==> src/hdl/router_cfg_pkg.sv <==
// Router sizing constants and types. Port numbers are 3 bits wide, so at most
// MAX_PORTS ports can be built. The grant vectors keep that full width whatever the port count.

package router_cfg_pkg;

    //////////////////////////////////////////////////////////////////////////////
    // Sizing

    // Largest port count a header can address
    localparam int MAX_PORTS = 8;

    // Width of a port number
    localparam int PORT_IDX_W = 3;

    // Build defaults used by the top level
    localparam int DEFAULT_NUM_PORTS     = 4;
    localparam int DEFAULT_COUNTER_WIDTH = 16;

    //////////////////////////////////////////////////////////////////////////////
    // Types

    // Ingress or egress port number
    typedef logic [PORT_IDX_W-1:0] port_idx_t;

    // One-hot ingress select held by an egress port
    typedef logic [MAX_PORTS-1:0] grant_t;

endpackage

==> src/hdl/stream_pkg.sv <==
// Stream beat formats for a fixed 32-bit lane.
// The first word of a packet is a route header. Any later word is raw payload.

package stream_pkg;

    //////////////////////////////////////////////////////////////////////////////
    // Lane geometry

    localparam int DATA_BYTES = 4;
    localparam int DATA_W     = DATA_BYTES * 8;

    //////////////////////////////////////////////////////////////////////////////
    // Word views

    // Header view with the egress field in the top bits
    typedef struct packed {
        router_cfg_pkg::port_idx_t egress_port;
        router_cfg_pkg::port_idx_t src_port;
        logic [1:0]                reserved;
        logic [7:0]                seq;
        logic [15:0]               tag;
    } route_hdr_t;

    // Same word read as payload or as header
    typedef union packed {
        logic [DATA_W-1:0] raw;
        route_hdr_t        hdr;
    } pkt_word_u;

    //////////////////////////////////////////////////////////////////////////////
    // Beats

    // Stream beat without ready
    typedef struct packed {
        pkt_word_u data;
        logic      tlast;
        logic      tvalid;
    } axis_beat_t;

    // Decoded beat carrying the packet route on every beat
    typedef struct packed {
        axis_beat_t                beat;
        router_cfg_pkg::port_idx_t egress_port;
        logic                      first;
        logic                      drop;
    } dec_beat_t;

endpackage

==> src/hdl/ingress_decode.sv <==
// One register slot per ingress port. The header is the first beat after reset or after tlast.
// An egress field of NUM_PORTS or above marks every beat of that packet as drop.
`timescale 1ns/1ps

module ingress_decode #(
    parameter int NUM_PORTS = router_cfg_pkg::DEFAULT_NUM_PORTS
) (
    input  logic                   phys_port_clk_ifc,
    input  logic                   rst,
    input  stream_pkg::axis_beat_t ing       [NUM_PORTS],
    output logic [NUM_PORTS-1:0]   ing_ready,
    output stream_pkg::dec_beat_t  dec       [NUM_PORTS],
    input  logic [NUM_PORTS-1:0]   dec_ready
);

    import router_cfg_pkg::*;
    import stream_pkg::*;

    // Port count one bit wider than a header field so that 8 fits
    localparam logic [PORT_IDX_W:0] PORT_LIMIT = (PORT_IDX_W + 1)'(NUM_PORTS);

    for (genvar p = 0; p < NUM_PORTS; p++) begin : g_port

        logic      in_pkt_q;
        logic      slot_vld_q;
        dec_beat_t slot_q;
        dec_beat_t slot_d;
        logic      ing_xfer;

        // Slot can refill in the cycle it empties
        assign ing_ready[p] = !slot_vld_q || dec_ready[p];
        assign ing_xfer     = ing[p].tvalid && ing_ready[p];

        //////////////////////////////////////////////////////////////////////////////
        // Header decode

        always_comb begin
            slot_d.beat  = ing[p];
            slot_d.first = !in_pkt_q;
            if (!in_pkt_q) begin
                slot_d.egress_port = ing[p].data.hdr.egress_port;
                slot_d.drop        = {1'b0, ing[p].data.hdr.egress_port} >= PORT_LIMIT;
            end else begin
                // Body beats reuse the route of the previous beat
                slot_d.egress_port = slot_q.egress_port;
                slot_d.drop        = slot_q.drop;
            end
        end

        //////////////////////////////////////////////////////////////////////////////
        // Slot registers

        always_ff @(posedge phys_port_clk_ifc) begin
            if (rst) begin
                in_pkt_q   <= 1'b0;
                slot_vld_q <= 1'b0;
            end else if (ing_xfer) begin
                in_pkt_q   <= !ing[p].tlast;
                slot_vld_q <= 1'b1;
            end else if (dec_ready[p]) begin
                slot_vld_q <= 1'b0;
            end
        end

        always_ff @(posedge phys_port_clk_ifc) begin
            if (ing_xfer) begin
                slot_q <= slot_d;
            end
        end

        always_comb begin
            dec[p]             = slot_q;
            dec[p].beat.tvalid = slot_vld_q;
        end

        // Slot must not change under a stalled beat
        a_dec_hold: assert property (
            @(posedge phys_port_clk_ifc) disable iff (rst)
            dec[p].beat.tvalid && !dec_ready[p] |=> dec[p].beat.tvalid && $stable(dec[p])
        ) else $error("ingress_decode: port %0d dec beat changed while stalled", p);

    end : g_port

endmodule

==> src/hdl/egress_switch.sv <==
// Per-egress packet lock. An idle port grants the lowest ingress port whose header targets it.
// The port then holds that grant until the tlast beat is taken. Drop beats are consumed at once.
`timescale 1ns/1ps

module egress_switch #(
    parameter int NUM_PORTS = router_cfg_pkg::DEFAULT_NUM_PORTS
) (
    input  logic                   phys_port_clk_ifc,
    input  logic                   rst,
    input  stream_pkg::dec_beat_t  dec       [NUM_PORTS],
    output logic [NUM_PORTS-1:0]   dec_ready,
    output stream_pkg::axis_beat_t egr       [NUM_PORTS],
    input  logic [NUM_PORTS-1:0]   egr_ready
);

    import router_cfg_pkg::*;
    import stream_pkg::*;

    // Ingress select of each egress port, valid in the current cycle
    grant_t               sel      [NUM_PORTS];
    logic [NUM_PORTS-1:0] out_free;
    // Same selects seen per ingress port
    logic [NUM_PORTS-1:0] sel_col  [NUM_PORTS];

    //////////////////////////////////////////////////////////////////////////////
    // Egress ports

    for (genvar e = 0; e < NUM_PORTS; e++) begin : g_egr

        grant_t     hdr_req;
        grant_t     pkt_vld;
        grant_t     grant_q;
        logic       busy_q;
        logic       out_vld_q;
        axis_beat_t out_q;
        axis_beat_t beat_mux;
        logic       take;

        always_comb begin
            hdr_req = '0;
            pkt_vld = '0;
            for (int i = 0; i < NUM_PORTS; i++) begin
                if (dec[i].beat.tvalid && !dec[i].drop
                        && dec[i].egress_port == port_idx_t'(e)) begin
                    pkt_vld[i] = 1'b1;
                    hdr_req[i] = dec[i].first;
                end
            end
        end

        // Lowest set bit of the header requests
        assign sel[e]      = busy_q ? grant_q : (hdr_req & (~hdr_req + grant_t'(1)));
        assign out_free[e] = !out_vld_q || egr_ready[e];
        assign take        = |(sel[e] & pkt_vld) && out_free[e];

        always_comb begin
            beat_mux = dec[0].beat;
            for (int i = 0; i < NUM_PORTS; i++) begin
                if (sel[e][i]) begin
                    beat_mux = dec[i].beat;
                end
            end
        end

        // Lock opens again once tlast has left the slot
        always_ff @(posedge phys_port_clk_ifc) begin
            if (rst) begin
                busy_q    <= 1'b0;
                grant_q   <= '0;
                out_vld_q <= 1'b0;
            end else if (take) begin
                busy_q    <= !beat_mux.tlast;
                grant_q   <= sel[e];
                out_vld_q <= 1'b1;
            end else if (egr_ready[e]) begin
                out_vld_q <= 1'b0;
            end
        end

        always_ff @(posedge phys_port_clk_ifc) begin
            if (take) begin
                out_q <= beat_mux;
            end
        end

        always_comb begin
            egr[e]        = out_q;
            egr[e].tvalid = out_vld_q;
        end

        a_grant_onehot: assert property (
            @(posedge phys_port_clk_ifc) disable iff (rst)
            busy_q |-> $onehot(grant_q)
        ) else $error("egress_switch: port %0d locked grant %b not one-hot", e, grant_q);

        a_egr_hold: assert property (
            @(posedge phys_port_clk_ifc) disable iff (rst)
            egr[e].tvalid && !egr_ready[e] |=> egr[e].tvalid && $stable(egr[e])
        ) else $error("egress_switch: port %0d egr beat changed while stalled", e);

    end : g_egr

    //////////////////////////////////////////////////////////////////////////////
    // Ingress side ready

    for (genvar i = 0; i < NUM_PORTS; i++) begin : g_ing

        for (genvar e = 0; e < NUM_PORTS; e++) begin : g_col
            assign sel_col[i][e] = sel[e][i];
        end

        // Drops leave at once, routed beats when their egress slot can take them
        assign dec_ready[i] = (dec[i].beat.tvalid && dec[i].drop) || |(sel_col[i] & out_free);

        a_single_owner: assert property (
            @(posedge phys_port_clk_ifc) disable iff (rst)
            $onehot0(sel_col[i])
        ) else $error("egress_switch: ingress %0d selected by %b", i, sel_col[i]);

    end : g_ing

endmodule

==> src/hdl/port_counters.sv <==
// Packet counters per port, counted on tlast transfers. They wrap at COUNTER_WIDTH.
// cnt_clear zeroes all three counters of a port and wins over an increment.
`timescale 1ns/1ps

module port_counters #(
    parameter int NUM_PORTS     = router_cfg_pkg::DEFAULT_NUM_PORTS,
    parameter int COUNTER_WIDTH = router_cfg_pkg::DEFAULT_COUNTER_WIDTH
) (
    input  logic                     phys_port_clk_ifc,
    input  logic                     rst,
    input  stream_pkg::axis_beat_t   ing       [NUM_PORTS],
    input  logic [NUM_PORTS-1:0]     ing_ready,
    input  stream_pkg::dec_beat_t    dec       [NUM_PORTS],
    input  logic [NUM_PORTS-1:0]     dec_ready,
    input  stream_pkg::axis_beat_t   egr       [NUM_PORTS],
    input  logic [NUM_PORTS-1:0]     egr_ready,
    input  logic [NUM_PORTS-1:0]     cnt_clear,
    output logic [COUNTER_WIDTH-1:0] ing_cnt   [NUM_PORTS],
    output logic [COUNTER_WIDTH-1:0] egr_cnt   [NUM_PORTS],
    output logic [COUNTER_WIDTH-1:0] drop_cnt  [NUM_PORTS]
);

    localparam int CNT_ING  = 0;
    localparam int CNT_EGR  = 1;
    localparam int CNT_DROP = 2;
    localparam int NUM_CNT  = 3;

    for (genvar p = 0; p < NUM_PORTS; p++) begin : g_port

        logic [NUM_CNT-1:0]       inc;
        logic [COUNTER_WIDTH-1:0] cnt_q [NUM_CNT];

        //////////////////////////////////////////////////////////////////////////////
        // Packet end events

        assign inc[CNT_ING]  = ing[p].tvalid && ing_ready[p] && ing[p].tlast;
        assign inc[CNT_EGR]  = egr[p].tvalid && egr_ready[p] && egr[p].tlast;
        // Drops are counted on the ingress port that received them
        assign inc[CNT_DROP] = dec[p].beat.tvalid && dec_ready[p]
                               && dec[p].drop && dec[p].beat.tlast;

        always_ff @(posedge phys_port_clk_ifc) begin
            if (rst) begin
                for (int k = 0; k < NUM_CNT; k++) begin
                    cnt_q[k] <= '0;
                end
            end else begin
                for (int k = 0; k < NUM_CNT; k++) begin
                    if (cnt_clear[p]) begin
                        cnt_q[k] <= '0;
                    end else if (inc[k]) begin
                        cnt_q[k] <= cnt_q[k] + COUNTER_WIDTH'(1);
                    end
                end
            end
        end

        assign ing_cnt[p]  = cnt_q[CNT_ING];
        assign egr_cnt[p]  = cnt_q[CNT_EGR];
        assign drop_cnt[p] = cnt_q[CNT_DROP];

    end : g_port

endmodule

==> src/hdl/echo_router_top.sv <==
// Echo router top, one clock and a synchronous active-high reset.
// NUM_PORTS must lie between 2 and MAX_PORTS. Best-case ingress to egress latency is 2 cycles.
`timescale 1ns/1ps

module echo_router_top #(
    parameter int NUM_PORTS     = router_cfg_pkg::DEFAULT_NUM_PORTS,
    parameter int COUNTER_WIDTH = router_cfg_pkg::DEFAULT_COUNTER_WIDTH
) (
    input  logic                     phys_port_clk_ifc,
    input  logic                     rst,
    input  stream_pkg::axis_beat_t   ing       [NUM_PORTS],
    output logic [NUM_PORTS-1:0]     ing_ready,
    output stream_pkg::axis_beat_t   egr       [NUM_PORTS],
    input  logic [NUM_PORTS-1:0]     egr_ready,
    input  logic [NUM_PORTS-1:0]     cnt_clear,
    output logic [COUNTER_WIDTH-1:0] ing_cnt   [NUM_PORTS],
    output logic [COUNTER_WIDTH-1:0] egr_cnt   [NUM_PORTS],
    output logic [COUNTER_WIDTH-1:0] drop_cnt  [NUM_PORTS]
);

    import router_cfg_pkg::*;
    import stream_pkg::*;

    dec_beat_t            dec [NUM_PORTS];
    logic [NUM_PORTS-1:0] dec_ready;

    initial begin
        assert (NUM_PORTS >= 2 && NUM_PORTS <= MAX_PORTS)
            else $fatal(1, "echo_router_top: NUM_PORTS %0d out of range", NUM_PORTS);
    end

    //////////////////////////////////////////////////////////////////////////////
    // Decode, switch and counters

    ingress_decode #(
        .NUM_PORTS ( NUM_PORTS )
    ) ingress_decode_i (
        .phys_port_clk_ifc ( phys_port_clk_ifc ),
        .rst               ( rst               ),
        .ing               ( ing               ),
        .ing_ready         ( ing_ready         ),
        .dec               ( dec               ),
        .dec_ready         ( dec_ready         )
    );

    egress_switch #(
        .NUM_PORTS ( NUM_PORTS )
    ) egress_switch_i (
        .phys_port_clk_ifc ( phys_port_clk_ifc ),
        .rst               ( rst               ),
        .dec               ( dec               ),
        .dec_ready         ( dec_ready         ),
        .egr               ( egr               ),
        .egr_ready         ( egr_ready         )
    );

    // Observes the three handshakes only
    port_counters #(
        .NUM_PORTS     ( NUM_PORTS     ),
        .COUNTER_WIDTH ( COUNTER_WIDTH )
    ) port_counters_i (
        .phys_port_clk_ifc ( phys_port_clk_ifc ),
        .rst               ( rst               ),
        .ing               ( ing               ),
        .ing_ready         ( ing_ready         ),
        .dec               ( dec               ),
        .dec_ready         ( dec_ready         ),
        .egr               ( egr               ),
        .egr_ready         ( egr_ready         ),
        .cnt_clear         ( cnt_clear         ),
        .ing_cnt           ( ing_cnt           ),
        .egr_cnt           ( egr_cnt           ),
        .drop_cnt          ( drop_cnt          )
    );

endmodule

==> config.mk <==
export PLATFORM = sky130hd
export DESIGN_NAME = echo_router_top
export DESIGN_NICKNAME = d
export VERILOG_FILES = /design/src/hdl/router_cfg_pkg.sv /design/src/hdl/stream_pkg.sv /design/src/hdl/ingress_decode.sv /design/src/hdl/egress_switch.sv /design/src/hdl/port_counters.sv /design/src/hdl/echo_router_top.sv
export SDC_FILE = /design/constraint.sdc
export NUM_CORES = 1
export LEC_CHECK = 0
export BUFFER_PORTS_ARGS = -buffer_cell sky130_fd_sc_hd__buf_4
export CORE_MARGIN = 2
export CORE_UTILIZATION = 60
export CTS_CLUSTER_DIAMETER = 150
export CTS_CLUSTER_SIZE = 16
export DETAILED_ROUTE_END_ITERATION = 10
export PLACE_DENSITY = 0.85
export SETUP_SLACK_MARGIN = 0.2
export SYNTH_ARGS = -nofsm -noshare
export SYNTH_HDL_FRONTEND = slang
export SYNTH_HIERARCHICAL = 1
export SYNTH_SLANG_ARGS = --single-unit
==> constraint.sdc <==
create_clock -name phys_port_clk_ifc -period 7.5 [get_ports phys_port_clk_ifc]
set_clock_uncertainty 0.2 [all_clocks]
set_input_delay 1.5 -clock phys_port_clk_ifc [delete_from_list [all_inputs] [get_ports phys_port_clk_ifc]]
set_output_delay 1.5 -clock phys_port_clk_ifc [all_outputs]
set_load 0.02 [all_outputs]
Word level (Yosys, flattened, before mapping). Memories as Yosys holds them, arrays and structs flattened. Index checks and enable logic that the tools add are counted.

Bits in registers: 332. Latch bits: 0. Bits in writable memories: 192. Memory bits (read-only): 0. Bits of input ports: 146. Output and inout bits: 332. Word-level logic and storage cells: 394. Memories kept: 4.

Add/subtract/negate cells: 16. Multiply operators: 0. Div/mod/pow operators: 0. $lt $le $gt $ge: 4. Equality and inequality tests: 12. Shift-type cells: 0. Mux-type cells: 150. Bitwise logic cells: 44. Reductions and logical operators: 116.

Memory list: port_counters_i.g_port[0].cnt_q (words 3, bits a word 16, rd ports 3, clocked after memory_dff 0, write ports 3, RTL line port_counters.sv:31) `logic [COUNTER_WIDTH-1:0] cnt_q [NUM_CNT];`; port_counters_i.g_port[1].cnt_q (words 3, bits a word 16, rd ports 3, clocked after memory_dff 0, write ports 3, RTL line port_counters.sv:31); port_counters_i.g_port[2].cnt_q (words 3, bits a word 16, rd ports 3, clocked after memory_dff 0, write ports 3, RTL line port_counters.sv:31); port_counters_i.g_port[3].cnt_q (words 3, bits a word 16, rd ports 3, clocked after memory_dff 0, write ports 3, RTL line port_counters.sv:31).

Operators with widths (count): 2-to-1 mux 34 bit (12); 2-to-1 mux 16 bit (24); adder 16 x 1 -> 16 bit, second input constant (12); 2-to-1 mux 1 bit (110); logical AND 1 bit (56); adder 8 x 1 -> 8 bit, second input constant (4); bitwise AND 4 x 8 -> 8 bit (4); bitwise AND 8 x 4 -> 8 bit (4); 2-to-1 mux 8 bit (4); NOT 4 -> 8 bit (4); OR reduction 8 bit (4); equality test 3 x 2 -> 1 bit, second input constant (8); logical NOT 1 bit (24); OR 1 bit (24); bitwise AND 4 bit (4); nonzero test 2 bit (8); OR reduction 4 bit (4); equality test 3 x 1 -> 1 bit, second input constant (4); greater-or-equal comparator 3 bit, second input constant (4); logical NOT 3 bit (4); logical OR 1 bit (12); AND reduction 2 bit (4); NOT 1 bit (4).

Logic depth before layout (Yosys ltp).
Word-level depth: 19. Gate-level depth with buffers: 16. Mapped depth without buffers: 11.

Cells and area by module. The synthesis kept the hierarchy.

Modules (own cells, without submodules): port_counters (times used 1, cells each 952, area an instance 10122.2 um^2); egress_switch (times used 1, cells each 967, area an instance 9995.8 um^2); ingress_decode (times used 1, cells each 201, area an instance 5014.8 um^2).

Worst setup path after synthesis. OpenSTA, ideal clock, no wires.

Path kind: input -> output. Start point: in egr_ready[0]. End point: out ing_ready[0]. Arrival time: 2.520 ns. Slack: 3.280 ns. Stages on the path: 5. Path buffers: 1. Cell sequence: nor2b_1 -> clkbuf_1 -> o22ai_1 -> or3_1 -> nand2b_4.

Word-level cells in the longest chain between the ends: 5.

RTL lines: from (decl) (RTL line echo_router_top.sv:14) `input logic [NUM_PORTS-1:0] egr_ready,`; logical OR 1 bit (RTL line egress_switch.sv:53) `assign out_free[e] = !out_vld_q || egr_ready[e];`; bitwise AND 4 bit (RTL line egress_switch.sv:113) `assign dec_ready[i] = (dec[i].beat.tvalid && dec[i].drop) || |(sel_col[i] & out_free);`; OR reduction 4 bit (RTL line egress_switch.sv:113); logical OR 1 bit (RTL line egress_switch.sv:113); net dec_ready[0] (RTL line echo_router_top.sv:25) `logic [NUM_PORTS-1:0] dec_ready;`; logical OR 1 bit (RTL line ingress_decode.sv:31) `assign ing_ready[p] = !slot_vld_q || dec_ready[p];`; to (decl) (RTL line echo_router_top.sv:12) `output logic [NUM_PORTS-1:0] ing_ready,`.

The timed path passes the listed nets, and every way through them passes these cells.

Worst setup path in the final report.
Start point: reg ingress_decode_i.g_port[0].slot_q (netlist bit ingress_decode_i/dec[117]). End point: out ing_ready[1].

Word-level cells in the longest chain between the ends: 12.

RTL lines: from (decl) (RTL line ingress_decode.sv:26) `dec_beat_t slot_q;`; from (signal assigned) (RTL line ingress_decode.sv:67) `slot_q <= slot_d;`; logical NOT 1 bit (*) (RTL line egress_switch.sv:43) `if (dec[i].beat.tvalid && !dec[i].drop`; logical AND 1 bit (*) (RTL line egress_switch.sv:43); logical AND 1 bit (RTL line egress_switch.sv:44) `&& dec[i].egress_port == port_idx_t'(e)) begin`; 2-to-1 mux 1 bit (RTL line egress_switch.sv:43); NOT 4 -> 8 bit (RTL line egress_switch.sv:52) `assign sel[e] = busy_q ? grant_q : (hdr_req & (~hdr_req + grant_t'(1)));`; adder 8 x 1 -> 8 bit (RTL line egress_switch.sv:52); bitwise AND 4 x 8 -> 8 bit (RTL line egress_switch.sv:52); 2-to-1 mux 8 bit (RTL line egress_switch.sv:52); bitwise AND 4 bit (*) (RTL line egress_switch.sv:113); OR reduction 4 bit (*) (RTL line egress_switch.sv:113); logical OR 1 bit (*) (RTL line egress_switch.sv:113); net dec_ready[1] (RTL line echo_router_top.sv:25); logical OR 1 bit (*) (RTL line ingress_decode.sv:31).

The timed path passes the listed nets; every way through them passes the cells marked *.

==> out/qor.csv <==
stage,metric,value,unit
outcome,outcome,"finished, final reports clean",
cells_and_area,layout cells sized above 1,22.9,%
power_and_ir_drop,Lkg Pwr,12.0,nW
synthesis,ys async rst share,0,%
sta,fmax,191,MHz
global_route,largest net degree at the start of global routing,71,
synthesis,syn avg cell area,11.9,sq um
sta,Slew Limit Fails,0,
run,max-cap violations,0,
clock_network,CTS root buf,clkbuf_16,
clock_network,cts bufs inserted,37,
cells_and_area,fin cells,3093,
power_and_ir_drop,pwr/cell area,198,nW/um^2
routing,DRC,0,
setup_path,startpoint types,register,
setup_path,CP cell instances,and4bb_1 -> a21oi_1 -> a22oi_2 -> buf_4 -> nor2_1 -> a221oi_1 -> nand2_1 -> nand2b_4 -> buf_4,
setup_path,crit path from,ingress_decode_i/dec[117],
setup_path,FF-to-FF End,egress_switch_i/egr[113],
sta,hold_ws,0.269,ns
clock_network,# H-tree levels,2,
setup_path,Setup Crit Path Kind,register to output port,
sta,total negative slack,0,ns
routing,Iteration-0 DRC Markers,2264,
cells_and_area,"commonest non-fill, non-tap cell in the layout",buf_4,
min_path,HP Class,register to register,
floorplan,height of the chip,209,um
cells_and_area,final instance area,30200,sq um
placement,pre-CTS WS,2.70,ns
cells_and_area,fin util,73.4,%
floorplan,# rows,74,
sta,RSZ-0062 raised after global routing,false,
routing,vias per cell,6.42,
floorplan,Die Area,43500,sq um
placement,placed instance count,3020,
setup_path,CP bufs+invs,2,
setup_path,number of cells on the critical path,9,
synthesis,sequential share of the synthesized area,59.4,%
clock_network,Clock Path Buffers,3,
clock_network,clk_lat worst skew,0.60,ns
cells_and_area,most frequent cells in the layout,"buf_4, edfxtp_1, nor2_1",
sta,"Hold Vio Cnt, Final",0,
clock_network,total clock sinks,508,
setup_path,"Req. time, crit path",5.80,ns
sta,Slew @ Worst Pin,1.02,ns
floorplan,Starting Density,61.1,%
global_route,vias in the first global route,19300,
clock_network,clock tree from TritonCTS,yes,
setup_path,cell family with most CP delay,simple AND/OR/NAND/NOR gates,
setup_path,slowest cell on the critical path,buf_4,
synthesis,Netlist Area Pre-Place,25100,sq um
setup_path,Crit Reg-Reg Startpoint,ingress_decode_i/dec[118],
global_route,initial antenna violation count,4,
cells_and_area,synth-to-layout area growth,20.0,%
routing,WL/cell,23.6,um
setup_path,Reg2Reg Setup Slack,3.21,ns
power_and_ir_drop,VDD IR max,243,uV
synthesis,Yosys Warn Count,6,
cells_and_area,nets,2685,
floorplan,Die X,209,um
floorplan,# IOs,478,
global_route,global-route wire length before repair,111000,um
sta,period utilization,70.0,%
synthesis,Post-synth EDFFs,476,
sta,final setup vio count,0,
clock_network,CTS Hold Bufs,0,
power_and_ir_drop,total power,5.97,mW
setup_path,worst-path maximum fanout,35,
clock_network,"Reg clk slew, reported paths",0.08,ns
placement,gpl congestion,0.909,
setup_path,Worst setup EP type,output port,
routing,post-route ant nets,0,
synthesis,synthesized flop and latch total,508,
global_route,GR Util All Layers,32.6,%
floorplan,core area,41100,sq um
sta,relative slew slack,32.1,%
clock_network,post-CTS sizing,0,
setup_path,path depth of the worst reg2reg path,7,
setup_path,CP max stage delay,0.63,ns
synthesis,"Distinct cells, synth",72,
placement,IO buf count,477,
synthesis,Synth Net Count,2278,
placement,hpwl dp,48500,um
synthesis,Syn Inst Count,2120,
clock_network,postcts setup bufs,0,
setup_path,CP Data Arrival Time,3.55,ns
routing,drt pass-1 iters,8,
routing,aggregate routed wire length,73000,um
synthesis,most common flop cell mapped by yosys,edfxtp_1,
setup_path,CP dominant cell by count,buf_4,
global_route,"Remaining Overflow, GRT",0,
sta,post-layout min period,5.25,ns
sta,PnR worst setup slack,2.25,ns
placement,Post-DP Area,29000,sq um
routing,Vias,19900,
setup_path,CP Capture Point,ing_ready[1],
-- registers in the layout (all words and copies together) (netlist names) --
name / count
port_counters_i/g_port.cnt_q: 192
egress_switch_i/egr: 132
ingress_decode_i/g_port.in_pkt_q: 4
ingress_decode_i/dec: 152
egress_switch_i/g_egr.grant_q: 16
ingress_decode_i/g_port.slot_vld_q: 4
egress_switch_i/g_egr.busy_q: 4
egress_switch_i/g_egr.out_vld_q: 4
-- cells by family after synthesis --
logic type                 after synthesis  synth area share (%)
and+or+nand+nor                        745                  14.9
DFF                                    508                  59.4
AOI/OAI and AO/OA                      426                  12.4
buffers and inverters                  164                  2.81
muxes                                  137                  5.48
xor gates and xnor gates               128                  4.46
adders and majority gates               12                 0.597
-- Yosys cell counts, types with 4 or more instances --
cell       count  area share, %
edfxtp_1     476             57
nor2_1       301            4.5
a211oi_1     136            4.1
mux2i_1      133            5.3
a21o_1       128            3.8
nand2_1       83            1.2
nand3_1       81            1.6
xnor2_1       71            2.5
a21oi_1       65            1.3
clkbuf_1      64           0.96
xor2_1        57            2.0
nand4_1       55            1.4
nor3_1        42           0.84
or3_1         42            1.0
inv_1         40           0.60
buf_2         34           0.68
o21ai_0       33           0.66
dfxtp_1       32            2.5
nor4_1        21           0.52
and2_1        17           0.42
nor2b_1       15           0.37
and4_1        14           0.49
or4_1         14           0.42
buf_1         13           0.19
ha_1          12           0.60
buf_4         11           0.33
and3_1         9           0.22
nand2b_1       9           0.22
o31ai_1        8           0.24
a211oi_2       7           0.35
o211ai_1       6           0.18
o21a_1         6           0.18
o22ai_1        5           0.12
a32oi_1        4           0.14
and2_4         4           0.14
and3_2         4           0.12
mux2_2         4           0.18
nand2b_4       4           0.22
nand4bb_1      4           0.18
nor4b_1        4           0.14
-- worst min path at each step --
stage                                         from                             endpoint  slack, ns  cells past startpoint
6_report       ingress_decode_i/g_port[0].in_pkt_q            ingress_decode_i/dec[118]       0.27                      1
5_1_grt        ingress_decode_i/g_port[2].in_pkt_q             ingress_decode_i/dec[40]       0.29                      1
4_1_cts        ingress_decode_i/g_port[0].in_pkt_q            ingress_decode_i/dec[118]       0.26                      1
3_5_place_dp   ingress_decode_i/g_port[2].in_pkt_q             ingress_decode_i/dec[40]       0.25                      1
3_3_place_gp   ingress_decode_i/g_port[2].in_pkt_q             ingress_decode_i/dec[40]       0.24                      1
2_1_floorplan  egress_switch_i/g_egr[3].grant_q[3]  egress_switch_i/g_egr[3].grant_q[3]       0.23                      2
-- power breakdown --
group          switching (mW)  internal, mW  leakage [nW]  total [mW]
clock                   0.989         0.977         0.520        1.97
sequential              0.149          3.25          5.06        3.40
combinational           0.341         0.259          6.38       0.600
total                    1.48          4.49          12.0        5.97
-- area by class of cell --
type                            instances  area [sq um]
Clock buffer                           64          1030
Multi-Input combinational cell       1448          9600
Inverter                               41           154
Sequential cell                       508         14900
Timing Repair Buffer                  491          3690
Antenna cell                            5          12.5
Clock inverter                          4          71.3
Fill cell                            2717         11000
Tap cell                              532           666
-- routing by layer --
metal	global-route usage (%)	wire, um	vias to the layer above	part of all wire, %
li1	-	-	8835	-
met1	42.5	27600	9639	38
met2	53.6	35300	1180	48
met3	5.49	6760	208	9.3
met4	15.8	3370	0	4.6
met5	0	0	-	0
Note: power is estimated with default switching activity, not from simulation.
